--- src/verilog/cpu_defines.svh ---
`ifndef CPU_DEFINES_SVH
`define CPU_DEFINES_SVH

// general purpose register count
`define REG_NUM 32

// data path width in bits
`define DATA_WIDTH 32

// one iteration per operand bit
`define MDU_ITER 32

`endif
--- src/verilog/cpu_isa_pkg.sv ---
`default_nettype none

`include "cpu_defines.svh"

package cpu_isa_pkg;

typedef logic [`DATA_WIDTH-1:0] uint32_t;
typedef logic [$clog2(`REG_NUM)-1:0] reg_addr_t;

typedef enum logic [3:0] {
	ALU_NOP,
	ALU_ADD,
	ALU_SUB,
	ALU_AND,
	ALU_OR,
	ALU_XOR,
	ALU_SLT,
	ALU_LUI,
	ALU_MFHI,
	ALU_MFLO,
	ALU_MULTU,
	ALU_DIVU
} alu_op_t;

// primary opcodes
localparam logic [5:0] OPC_SPECIAL = 6'b000000;
localparam logic [5:0] OPC_ADDIU   = 6'b001001;
localparam logic [5:0] OPC_ORI     = 6'b001101;
localparam logic [5:0] OPC_LUI     = 6'b001111;

// function field of SPECIAL
localparam logic [5:0] FN_MFHI  = 6'b010000;
localparam logic [5:0] FN_MFLO  = 6'b010010;
localparam logic [5:0] FN_MULTU = 6'b011001;
localparam logic [5:0] FN_DIVU  = 6'b011011;
localparam logic [5:0] FN_ADDU  = 6'b100001;
localparam logic [5:0] FN_SUBU  = 6'b100011;
localparam logic [5:0] FN_AND   = 6'b100100;
localparam logic [5:0] FN_OR    = 6'b100101;
localparam logic [5:0] FN_XOR   = 6'b100110;
localparam logic [5:0] FN_SLT   = 6'b101010;

// rd is zero when nothing is written back
typedef struct packed {
	alu_op_t   alu_op;
	reg_addr_t rs;
	reg_addr_t rt;
	reg_addr_t rd;
	logic      use_imm;
	uint32_t   imm;
} decoded_instr_t;

endpackage

`default_nettype wire

--- src/verilog/cpu_pipe_pkg.sv ---
`default_nettype none

package cpu_pipe_pkg;

import cpu_isa_pkg::*;

// ID/EX payload, operands already forwarded
typedef struct packed {
	logic           valid;
	decoded_instr_t decoded;
	uint32_t        op_a;
	uint32_t        op_b;
} pipeline_decode_t;

// EX/WB payload, also used as forwarding source
typedef struct packed {
	logic      valid;
	reg_addr_t rd;
	uint32_t   wdata;
} pipeline_wb_t;

// start is a single cycle strobe
typedef struct packed {
	logic    start;
	logic    is_div;
	uint32_t op_a;
	uint32_t op_b;
} mdu_req_t;

typedef struct packed {
	uint32_t hi;
	uint32_t lo;
} hilo_t;

endpackage

`default_nettype wire

--- src/verilog/cpu_core.sv ---
`default_nettype none
`timescale 1ns/100ps

`include "cpu_defines.svh"

module cpu_core
	import cpu_isa_pkg::*;
	import cpu_pipe_pkg::*;
(
	input  logic      clk,
	input  logic      rst,
	input  logic      instr_valid_i,
	input  uint32_t   instr_i,
	output logic      instr_ready_o,
	output logic      commit_valid_o,
	output reg_addr_t commit_rd_o,
	output uint32_t   commit_data_o
);

// register file
reg_addr_t [1:0] reg_raddr;
uint32_t   [1:0] reg_rdata;

// pipeline data
pipeline_decode_t pipeline_decode;
pipeline_decode_t pipeline_decode_d;
pipeline_wb_t     pipeline_exec;
pipeline_wb_t     pipeline_wb;

// multiply/divide unit
mdu_req_t mdu_req;
hilo_t    mdu_hilo;
logic     mdu_busy;

// hold the port while an mdu op is in EX or still iterating
assign instr_ready_o = !(mdu_req.start || mdu_busy);

regfile #(
	.DATA_WIDTH ( `DATA_WIDTH ),
	.READ_PORTS ( 2           )
) regfile_inst (
	.clk,
	.rst,
	.we_i    ( pipeline_wb.valid ),
	.waddr_i ( pipeline_wb.rd    ),
	.wdata_i ( pipeline_wb.wdata ),
	.raddr_i ( reg_raddr         ),
	.rdata_o ( reg_rdata         )
);

instr_decode decode_inst (
	.instr_valid_i,
	.instr_i,
	.reg_raddr_o ( reg_raddr       ),
	.reg_rdata_i ( reg_rdata       ),
	.ex_fwd_i    ( pipeline_exec   ),
	.wb_fwd_i    ( pipeline_wb     ),
	.decode_o    ( pipeline_decode )
);

// pipeline between ID and EX, bubble while not ready
pipe_reg #(
	.T ( pipeline_decode_t )
) id_ex_reg (
	.clk,
	.rst,
	.stall_i ( 1'b0              ),
	.flush_i ( !instr_ready_o    ),
	.d_i     ( pipeline_decode   ),
	.q_o     ( pipeline_decode_d )
);

instr_exec exec_inst (
	.decode_i  ( pipeline_decode_d ),
	.hilo_i    ( mdu_hilo          ),
	.mdu_req_o ( mdu_req           ),
	.result_o  ( pipeline_exec     )
);

multi_cycle_exec multi_cycle_exec_inst (
	.clk,
	.rst,
	.req_i  ( mdu_req  ),
	.busy_o ( mdu_busy ),
	.hilo_o ( mdu_hilo )
);

// pipeline between EX and WB
pipe_reg #(
	.T ( pipeline_wb_t )
) ex_wb_reg (
	.clk,
	.rst,
	.stall_i ( 1'b0          ),
	.flush_i ( 1'b0          ),
	.d_i     ( pipeline_exec ),
	.q_o     ( pipeline_wb   )
);

// write back doubles as commit
assign commit_valid_o = pipeline_wb.valid && pipeline_wb.rd != '0;
assign commit_rd_o    = pipeline_wb.rd;
assign commit_data_o  = pipeline_wb.wdata;

endmodule

`default_nettype wire

--- src/verilog/multi_cycle_exec.sv ---
`default_nettype none
`timescale 1ns/100ps

`include "cpu_defines.svh"

module multi_cycle_exec
	import cpu_pipe_pkg::*;
(
	input  logic     clk,
	input  logic     rst,
	input  mdu_req_t req_i,
	output logic     busy_o,
	output hilo_t    hilo_o
);

localparam int DW = `DATA_WIDTH;
localparam int CNT_W = $clog2(`MDU_ITER + 1);
localparam logic [CNT_W-1:0] ITER_LAST = CNT_W'(`MDU_ITER - 1);

typedef enum logic [1:0] {
	IDLE,
	RUN,
	DONE
} mdu_state_t;

mdu_state_t state;
logic [CNT_W-1:0] iter_cnt;
hilo_t hilo_q;

// working registers, loaded on start
logic is_div_q;
logic [DW-1:0] operand_q;
logic [DW-1:0] work_hi;
logic [DW-1:0] work_lo;

logic [DW:0] mul_sum;
logic [DW:0] div_shift;
logic [DW:0] div_diff;
logic [DW-1:0] next_hi;
logic [DW-1:0] next_lo;

always_ff @(posedge clk) begin
	if (rst) begin
		state    <= IDLE;
		iter_cnt <= '0;
		hilo_q   <= '0;
	end else begin
		case (state)
			IDLE: begin
				if (req_i.start) begin
					state    <= RUN;
					iter_cnt <= '0;
				end
			end
			RUN: begin
				iter_cnt <= iter_cnt + 1'b1;
				if (iter_cnt == ITER_LAST) begin
					state <= DONE;
				end
			end
			DONE: begin
				hilo_q.hi <= work_hi;
				hilo_q.lo <= work_lo;
				state     <= IDLE;
			end
			default: state <= IDLE;
		endcase
	end
end

// multiplicand or divisor stays in operand_q, lo holds multiplier or dividend
always_ff @(posedge clk) begin
	if (state == IDLE && req_i.start) begin
		is_div_q  <= req_i.is_div;
		operand_q <= req_i.is_div ? req_i.op_b : req_i.op_a;
		work_hi   <= '0;
		work_lo   <= req_i.is_div ? req_i.op_a : req_i.op_b;
	end else if (state == RUN) begin
		work_hi <= next_hi;
		work_lo <= next_lo;
	end
end

always_comb begin
	mul_sum   = {1'b0, work_hi} + (work_lo[0] ? {1'b0, operand_q} : '0);
	div_shift = {work_hi, work_lo[DW-1]};
	div_diff  = div_shift - {1'b0, operand_q};
	if (is_div_q) begin
		// restoring step, zero divisor always subtracts
		if (div_shift >= {1'b0, operand_q}) begin
			next_hi = div_diff[DW-1:0];
			next_lo = {work_lo[DW-2:0], 1'b1};
		end else begin
			next_hi = div_shift[DW-1:0];
			next_lo = {work_lo[DW-2:0], 1'b0};
		end
	end else begin
		{next_hi, next_lo} = {mul_sum, work_lo[DW-1:1]};
	end
end

assign busy_o = state != IDLE;
assign hilo_o = hilo_q;

a_no_start_busy: assert property (@(posedge clk) disable iff (rst)
	req_i.start |-> !busy_o);

a_cnt_range: assert property (@(posedge clk) disable iff (rst)
	iter_cnt <= CNT_W'(`MDU_ITER));

endmodule

`default_nettype wire

--- src/verilog/instr_exec.sv ---
`default_nettype none
`timescale 1ns/100ps

module instr_exec
	import cpu_isa_pkg::*;
	import cpu_pipe_pkg::*;
(
	input  pipeline_decode_t decode_i,
	input  hilo_t            hilo_i,
	output mdu_req_t         mdu_req_o,
	output pipeline_wb_t     result_o
);

uint32_t op_a;
uint32_t op_b;
uint32_t alu_out;
alu_op_t alu_op;
logic is_mdu;

assign alu_op = decode_i.decoded.alu_op;
assign op_a   = decode_i.op_a;
assign op_b   = decode_i.decoded.use_imm ? decode_i.decoded.imm : decode_i.op_b;

always_comb begin
	case (alu_op)
		ALU_ADD:  alu_out = op_a + op_b;
		ALU_SUB:  alu_out = op_a - op_b;
		ALU_AND:  alu_out = op_a & op_b;
		ALU_OR:   alu_out = op_a | op_b;
		ALU_XOR:  alu_out = op_a ^ op_b;
		ALU_SLT:  alu_out = {31'b0, $signed(op_a) < $signed(op_b)};
		ALU_LUI:  alu_out = decode_i.decoded.imm << 16;
		ALU_MFHI: alu_out = hilo_i.hi;
		ALU_MFLO: alu_out = hilo_i.lo;
		default:  alu_out = '0;
	endcase
end

// MULTU and DIVU retire here with rd zero, the unit finishes on its own
assign is_mdu = alu_op == ALU_MULTU || alu_op == ALU_DIVU;

assign mdu_req_o.start  = decode_i.valid && is_mdu;
assign mdu_req_o.is_div = alu_op == ALU_DIVU;
assign mdu_req_o.op_a   = decode_i.op_a;
assign mdu_req_o.op_b   = decode_i.op_b;

assign result_o.valid = decode_i.valid;
assign result_o.rd    = decode_i.decoded.rd;
assign result_o.wdata = alu_out;

endmodule

`default_nettype wire

--- src/verilog/instr_decode.sv ---
`default_nettype none
`timescale 1ns/100ps

module instr_decode
	import cpu_isa_pkg::*;
	import cpu_pipe_pkg::*;
(
	input  logic             instr_valid_i,
	input  uint32_t          instr_i,
	output reg_addr_t [1:0]  reg_raddr_o,
	input  uint32_t   [1:0]  reg_rdata_i,
	input  pipeline_wb_t     ex_fwd_i,
	input  pipeline_wb_t     wb_fwd_i,
	output pipeline_decode_t decode_o
);

logic [5:0] opcode;
logic [5:0] funct;
logic [15:0] imm16;
decoded_instr_t dec;
reg_addr_t [1:0] src;
uint32_t [1:0] operand;

assign opcode = instr_i[31:26];
assign funct  = instr_i[5:0];
assign imm16  = instr_i[15:0];

always_comb begin
	dec    = '0;
	dec.rs = instr_i[25:21];
	dec.rt = instr_i[20:16];
	case (opcode)
		OPC_SPECIAL: begin
			case (funct)
				FN_ADDU:  dec.alu_op = ALU_ADD;
				FN_SUBU:  dec.alu_op = ALU_SUB;
				FN_AND:   dec.alu_op = ALU_AND;
				FN_OR:    dec.alu_op = ALU_OR;
				FN_XOR:   dec.alu_op = ALU_XOR;
				FN_SLT:   dec.alu_op = ALU_SLT;
				FN_MFHI:  dec.alu_op = ALU_MFHI;
				FN_MFLO:  dec.alu_op = ALU_MFLO;
				FN_MULTU: dec.alu_op = ALU_MULTU;
				FN_DIVU:  dec.alu_op = ALU_DIVU;
				default:  dec.alu_op = ALU_NOP;
			endcase
			// mdu ops and unknown functions write no register
			if (dec.alu_op != ALU_NOP && dec.alu_op != ALU_MULTU && dec.alu_op != ALU_DIVU) begin
				dec.rd = instr_i[15:11];
			end
		end
		OPC_ADDIU: begin
			dec.alu_op  = ALU_ADD;
			dec.rd      = instr_i[20:16];
			dec.use_imm = 1'b1;
			dec.imm     = {{16{imm16[15]}}, imm16};
		end
		OPC_ORI: begin
			dec.alu_op  = ALU_OR;
			dec.rd      = instr_i[20:16];
			dec.use_imm = 1'b1;
			dec.imm     = {16'b0, imm16};
		end
		OPC_LUI: begin
			dec.alu_op  = ALU_LUI;
			dec.rd      = instr_i[20:16];
			dec.use_imm = 1'b1;
			dec.imm     = {16'b0, imm16};
		end
		default: dec.alu_op = ALU_NOP;
	endcase
end

assign src[0] = dec.rs;
assign src[1] = dec.rt;
assign reg_raddr_o = src;

// newest result wins
always_comb begin
	for (int i = 0; i < 2; i++) begin
		if (src[i] == '0) begin
			operand[i] = '0;
		end else if (ex_fwd_i.valid && ex_fwd_i.rd == src[i]) begin
			operand[i] = ex_fwd_i.wdata;
		end else if (wb_fwd_i.valid && wb_fwd_i.rd == src[i]) begin
			operand[i] = wb_fwd_i.wdata;
		end else begin
			operand[i] = reg_rdata_i[i];
		end
	end
end

assign decode_o.valid   = instr_valid_i;
assign decode_o.decoded = dec;
assign decode_o.op_a    = operand[0];
assign decode_o.op_b    = operand[1];

endmodule

`default_nettype wire

--- src/verilog/pipe_reg.sv ---
`default_nettype none
`timescale 1ns/100ps

module pipe_reg #(
	parameter type T = logic
) (
	input  logic clk,
	input  logic rst,
	input  logic stall_i,
	input  logic flush_i,
	input  T     d_i,
	output T     q_o
);

// all zeros is a bubble since valid is cleared
always_ff @(posedge clk) begin
	if (rst || flush_i) begin
		q_o <= '0;
	end else if (!stall_i) begin
		q_o <= d_i;
	end
end

endmodule

`default_nettype wire

--- src/verilog/regfile.sv ---
`default_nettype none
`timescale 1ns/100ps

`include "cpu_defines.svh"

module regfile
	import cpu_isa_pkg::*;
#(
	parameter int DATA_WIDTH = `DATA_WIDTH,
	parameter int READ_PORTS = 2
) (
	input  logic                       clk,
	input  logic                       rst,
	input  logic                       we_i,
	input  reg_addr_t                  waddr_i,
	input  uint32_t                    wdata_i,
	input  reg_addr_t [READ_PORTS-1:0] raddr_i,
	output uint32_t   [READ_PORTS-1:0] rdata_o
);

logic [DATA_WIDTH-1:0] regs [`REG_NUM];

// register 0 is never written, so it stays zero after reset
always_ff @(posedge clk) begin
	if (rst) begin
		for (int i = 0; i < `REG_NUM; i++) begin
			regs[i] <= '0;
		end
	end else if (we_i && waddr_i != '0) begin
		regs[waddr_i] <= wdata_i;
	end
end

for (genvar i = 0; i < READ_PORTS; i++) begin : gen_read
	assign rdata_o[i] = regs[raddr_i[i]];
end

a_waddr_known: assert property (@(posedge clk) disable iff (rst)
	we_i |-> !$isunknown(waddr_i));

endmodule

`default_nettype wire

--- config.mk ---
export PLATFORM = sky130hd
export DESIGN_NAME = cpu_core
export DESIGN_NICKNAME = d
export VERILOG_FILES = /design/src/verilog/cpu_isa_pkg.sv /design/src/verilog/cpu_pipe_pkg.sv /design/src/verilog/cpu_core.sv /design/src/verilog/multi_cycle_exec.sv /design/src/verilog/instr_exec.sv /design/src/verilog/instr_decode.sv /design/src/verilog/pipe_reg.sv /design/src/verilog/regfile.sv
export VERILOG_INCLUDE_DIRS = /design/src /design/src/verilog
export SDC_FILE = /design/constraint.sdc
export NUM_CORES = 2
export LEC_CHECK = 0
export ABC_AREA = 1
export BUFFER_PORTS_ARGS = -buffer_cell sky130_fd_sc_hd__buf_4
export CORE_UTILIZATION = 43
export CTS_BUF_LIST = sky130_fd_sc_hd__clkbuf_16
export DETAILED_ROUTE_END_ITERATION = 10
export SYNTH_ARGS = -nofsm -noshare
export SYNTH_HDL_FRONTEND = slang
export SYNTH_SLANG_ARGS = --single-unit
--- constraint.sdc ---
create_clock -name clk -period 6.4 [get_ports clk]
set_clock_uncertainty 0.05 [all_clocks]
set_input_delay 0.32 -clock clk [delete_from_list [all_inputs] [get_ports clk]]
set_output_delay 0.32 -clock clk [all_outputs]
set_load 0.02 [all_outputs]
# Word-level counts from Yosys, hierarchy flattened
# Memories as Yosys holds them, arrays and structs flattened.
# Index checks and enable logic that the tools add are counted.
[classes]
addsub = 5
n_lt_le_gt_ge = 2
eq_ne = 35
mux = 34
n_bitwise = 3
n_reduce_logical = 29
[ops]
columns = ["cell", "count"]
rows = [
  ["2-to-1 mux 32 bit", 14],
  ["one-hot mux 32 bit (9 select lines)", 1],
  ["one-hot mux 33 bit (2 select lines)", 1],
  ["subtractor 32 bit", 2],
  ["one-hot mux 4 bit (10 select lines)", 1],
  ["== test 6 bit (second input constant)", 6],
  ["adder 32 x 32 -> 33 bit", 1],
  [">= comparator 33 x 32 -> 1 bit", 1],
  ["adder 32 bit", 1],
  ["AND 32 bit", 1],
  ["less-than comparator 32 bit", 1],
  ["OR 32 bit", 1],
  ["OR reduction 32 bit", 1],
  ["bitwise XOR 32 bit", 1],
  ["== test 6 x 5 -> 1 bit (second input constant)", 5],
  ["== test 5 bit", 4],
  ["== test 6 x 4 -> 1 bit (second input constant)", 3],
  ["== test 4 x 3 -> 1 bit (second input constant)", 4],
  ["== test 4 bit (second input constant)", 4],
  ["one-hot mux 4 bit (4 select lines)", 1],
  ["one-hot mux 6 bit (2 select lines)", 1],
  ["zero test 5 bit", 2],
  ["2-to-1 mux 5 bit", 2],
  ["one-hot mux 5 bit (2 select lines)", 1],
  ["other kinds (24)", 48],
]
[totals]
reg_bits = 314
mem_bits_rw = 1024
n_memories = 1
[mem_list]
columns = ["memory", "words", "word_bits", "read_ports", "rd_clocked_by_memory_dff", "write_ports", "line_no", "text"]
rows = [
  ["regfile_inst.regs", 32, 32, 2, 0, 32, "regfile.sv:21", "logic [DATA_WIDTH-1:0] regs [`REG_NUM];"],
]

# Depth between registers and ports, before layout
[logic_depth]
word_depth = 8
mapped_depth = 21
ltp_nobuf = 20

# Cells and area by module
# Synthesis repeated with hierarchy kept, for this count alone.
[unflattened]
hier_cells = 12482
area_unflattened_um2 = 87038.5
[by_module_without_submodules]
columns = ["module", "instances", "cells_per_inst", "area_per_inst_um2"]
rows = [
  ["regfile", 1, 7191, 56678.1],
  ["multi_cycle_exec", 1, 1978, 12630.9],
  ["instr_exec", 1, 1613, 8086.5],
  ["pipe_reg (id_ex_reg)", 1, 741, 4750.8],
  ["instr_decode", 1, 709, 3306.9],
  ["pipe_reg (ex_wb_reg)", 1, 241, 1550.2],
  ["cpu_core", 1, 9, 35.0],
]

# Worst setup path after synthesis
# OpenSTA, ideal clock, no wires.
[synth_timing]
kind = "reg2reg"
from = "register id_ex_reg.q_o[96] (netlist name)"
to = "register id_ex_reg.q_o[32] (netlist name)"
setup_time_ns = 0.109
arrival_ns = 2.706
t_required_ns = 6.241
slack_ns = 3.535
path_stages_with_launch = 22
path_cell_list = "dfxtp_1 inv_1 clkbuf_1 or2_2 o21ai_0 inv_1 ha_1 fa_1 inv_1 nand2_1 o21ai_0 nand2_1 nand2_1 nand2_1 nand2_1 nand2_1 nand2_1 nand2_1 nand3_1 nand3_1 nand2_1 inv_1"
[synth_via]
elab_chain_cells = 4
[synth_rtl]
columns = ["item", "line_no", "text"]
rows = [
  ["start, declared", "pipe_reg.sv:12", "output T q_o"],
  ["start signal, assigned", "pipe_reg.sv:20", "q_o <= d_i;"],
  ["2-to-1 mux 32 bit (*)", "instr_exec.sv:22", "assign op_b = decode_i.decoded.use_imm ? decode_i.decoded.imm : decode_i.op_b;"],
  ["subtractor 32 bit, or another cell as far along", "instr_exec.sv:27", "ALU_SUB: alu_out = op_a - op_b;"],
  ["one-hot mux 32 bit (9 select lines) (*)", "instr_exec.sv:25", "case (alu_op)"],
  ["2-to-1 mux 32 bit (*)", "instr_decode.sv:83", "end else if (ex_fwd_i.valid && ex_fwd_i.rd == src[i]) begin"],
]
# Mark *: on every way between the ends. The rest lies on a longest branch, timed or not.
# A chain may end at the register's enable or synchronous reset.

# Worst setup path after layout
# Same ends and word-level chain as after synthesis.

==> summary.txt <==
Pwr
  – Lkg Pwr: 34.9 nW
  – PnR Total Power: 0.0271 W
  – PwrDens: 312 mW/mm^2
  – Worst vdd ir: roughly 0.32 mV

Logic synthesis
  – Ys async rst share: 0%
  – Mean Syn Cell Area: between 7 and 8 um^2
  – Mapped Cells: ~11,000
  – Dominant synthesized flop cell: edfxtp_1
  – Yosys warning count: 0
  – Synth cell types: 54
  – Number of synthesized flops with an enable pin: around 1,100
  – Post-synth design cell area: roughly 0.08 mm^2
  – Sequential area share after synthesis: 46.8%
  – Flop and latch count out of synthesis: 1,323

Cells and area
  – Nets: 10,600
  – Area growth syn-to-layout: 8.75%
  – Final core occ: 47.3%
  – Non-filler cells, final: 13,000
  – Share of cells above drive strength 1: 5.10%

Timing
  – RSZ-0062 raised after global routing: no
  – Setup slack after layout: 1.60 ns
  – Worst-Margin Slew: 1.48 ns
  – Maximum clock rate: 208 MHz
  – Final worst path period need: 4.80 ns
  – Final critical-path share of the clock period: 75.0%
  – Slew margin rel.: 0.313%
  – Fin Setup TNS: 0 ns
  – Final Max Slew Viols: 0
  – Final Hold Fails: 0
  – Setup Viol. Count Final: 0

Detailed routing
  – Drt total wl: 351,000 um
  – Routed Antenna Nets: 0
  – Detailed Routing Iterations Pass 1: 9
  – Vias per inst: 6.08
  – DR vias: 78,800
  – WL/cell: 27.0 um
  – Initial DRC Count: 11,100
  – DRC: 0

Global route
  – Initial antenna violation count: 13
  – First-pass GRT wire length: 501,000 um
  – Vias in the first global route: around 74,000
  – Congestion Overflow GR: 0
  – GRT Overall Usage: 36.5%
  – Largest net degree at the start of global routing: approximately 160

Worst hold path
  – Worst hold path class: input port to flop
  – Worst Min Path Start: instr_i[28]
  – Min-Delay Path Depth: 5
  – Hold Path Sink: id_ex_reg.q_o[99]

Clock network
  – Clock Path Buffers: 3
  – CTS Sinks: around 1,300
  – # Post-CTS Setup Buffers: 0
  – Num CTS Buffers: 152
  – Root Buffer: clkbuf_16
  – CTS clk-pin slew, worst paths: 0.06 ns
  – Post_cts resized: 0
  – CTS tree: done
  – CTS H-tree depth: 4
  – Hold Buf Count CTS: 30
  – Clock Latency Late Sink: 0.83 ns

Floorplanning
  – Initial Utilization: between 40% and 50%
  – Horiz. Die Dim: 433 um
  – Die H: 433 um
  – CORE AREA: 0.184 mm^2
  – Row cnt: 157
  – Die area: 0.187 mm^2
  – IO Count: 74

Setup path
  – Required @ worst endpoint: 7.06 ns
  – Reg-to-reg slack, setup: 1.60 ns
  – Cells on worst reg2reg path: 20
  – Critical Path Fanout Max: 29
  – Worst R2R Start: id_ex_reg.q_o[96]
  – Worst EP arrival: around 5.5 ns
  – Startpoint Class: flop
  – Kind of critical path: flop to flop
  – CP Capture Type: flop
  – RR Endpoint: id_ex_reg.q_o[32]

Placed design
  – PortBufs: 73
  – Inst Count DP: around 13,000
  – Setup WS pre-CTS: between 1.5 and 2 ns
  – GPL Wtd Cong: 1.04
  – Hpwl dp: roughly 220,000 um

Run status
  – Failing checks: capacitance limit
  – Status: complete, but fails checks

Flow run
  – Maxcap violations: 1
-- metal layers --
| layer | vias up | share of wire, % | global-route usage (%) |
|---|---|---|---|
| li1 | 34800 | - | - |
| met1 | 37300 | 37 | 45.8 |
| met2 | 5488 | 44 | 56.7 |
| met3 | 1243 | 12 | 8.22 |
| met4 | 18 | 7.0 | 23.0 |
| met5 | - | 0.038 | 0 |
-- critical path: stages (launching register included) --
cell and delay, ns:
dfxtp_1 0.85, inv_1 0.75, or2_2 0.53, o21ai_0 0.13, inv_1 0.11, ha_1 0.23
fa_1 0.45, inv_1 0.11, nand2_1 0.09, o21ai_0 0.35, nand2_1 0.13, nand2_1 0.14
nand2_1 0.08, nand2_1 0.10, nand2_1 0.07, nand2_1 0.07, nand2_1 0.05, nand3_1 0.19
nand3_1 0.11, nand2_1 0.10, inv_1 0.04
-- cell usage after synthesis (5+ instances only) --
cell	count	share of area, %
inv_1	925	4.3
o21ai_1	5	0.031
nand4_1	66	0.52
dfxtp_1	234	5.9
buf_2	302	1.9
buf_4	28	0.26
o211ai_1	90	0.85
a211oi_1	33	0.31
or2_2	15	0.12
o22ai_1	253	2.0
clkbuf_1	397	1.9
nor3_1	71	0.45
o21bai_1	18	0.17
ha_1	162	2.5
edfxtp_1	1089	41
nor2_1	1983	9.3
a21boi_0	72	0.68
xor2_1	20	0.22
a31oi_1	17	0.13
nor4_1	6	0.047
inv_2	18	0.085
mux2i_1	9	0.11
a32oi_1	32	0.35
nand3b_1	17	0.16
o221ai_1	28	0.31
nand2_1	2473	12
and2_1	6	0.047
nand3_1	581	3.6
buf_1	35	0.16
o21ai_0	1019	6.4
a21oi_1	623	3.9
a221oi_1	8	0.088
-- worst max-delay path by stage --
stage | end | slack [ns] | cells past startpoint | startpoint
final | id_ex_reg.q_o[32] | 1.60 | 20 | id_ex_reg.q_o[96]
after global routing | id_ex_reg.q_o[32] | 1.23 | 20 | id_ex_reg.q_o[96]
after CTS | id_ex_reg.q_o[32] | 1.71 | 20 | id_ex_reg.q_o[96]
after detailed placement | id_ex_reg.q_o[0] | 1.69 | 20 | id_ex_reg.q_o[96]
after global placement | id_ex_reg.q_o[32] | 1.68 | 20 | id_ex_reg.q_o[96]
after floorplan | id_ex_reg.q_o[32] | 3.54 | 21 | id_ex_reg.q_o[96]
-- power breakdown --
group	switching, W	internal, W
Combinational	0.00561	0.00219
Clock	0.00384	0.00470
Sequential	0.000717	0.0101
Total	0.0102	0.0170
-- cells by family (layout without fill, tap and decap cells) --
kind of cell,count (synthesis),after routing,synth area share [%]
and+or+nand+nor,5234,5234,26.1
AOI/OAI and AO/OA,2209,2209,15.3
buffers and inverters,1716,1502,8.72
DFF,1323,1323,46.8
adders and majority gates,166,166,2.64
xor gates and xnor gates,23,23,0.252
muxes,9,9,0.113
other,1,38,0.00470
-- layout by cell type, fill, tap and decap left out, types with 33 or more instances in the layout --
master	n
nand2_1	2442
nor2_1	1980
edfxtp_1	1089
o21ai_0	1019
inv_1	960
a21oi_1	623
nand3_1	581
o22ai_1	253
dfxtp_1	234
buf_4	229
ha_1	162
clkbuf_16	157
o211ai_1	90
a21boi_0	72
nor3_1	71
nand4_1	66
clkinv_1	40
a211oi_1	33
-- per-stage QoR --
step	hold WS, ns	instance area (um^2)
final	0.0586	86800
after global routing	0.0833	86800
after CTS	0.0109	86800
after detailed placement	0.399	81800
after global placement	0.393	81800
after floorplan	0.375	80000
-- sequential cells by signal, summed over array words and instances (netlist names) --
register,count
regfile_inst.regs,1024
multi_cycle_exec_inst.operand_q,32
multi_cycle_exec_inst.state,2
multi_cycle_exec_inst.work_lo,32
ex_wb_reg.q_o,38
multi_cycle_exec_inst.is_div_q,1
multi_cycle_exec_inst.hilo_o,64
multi_cycle_exec_inst.work_hi,32
multi_cycle_exec_inst.iter_cnt,6
id_ex_reg.q_o,92
-- area by class of cell --
| cell class | instances | area, um^2 |
|---|---|---|
| fillers | 18100 | 96800 |
| inverters | 948 | 3600 |
| multi-input cells | 7673 | 35700 |
| flip-flops and latches | 1323 | 37400 |
| repair buffers | 274 | 2280 |
| clock buffers | 157 | 3930 |
| clock inverters | 123 | 825 |
| well taps | 2464 | 3080 |
| diodes | 6 | 15.0 |
No activity file was read; power rests on OpenSTA's default activity.
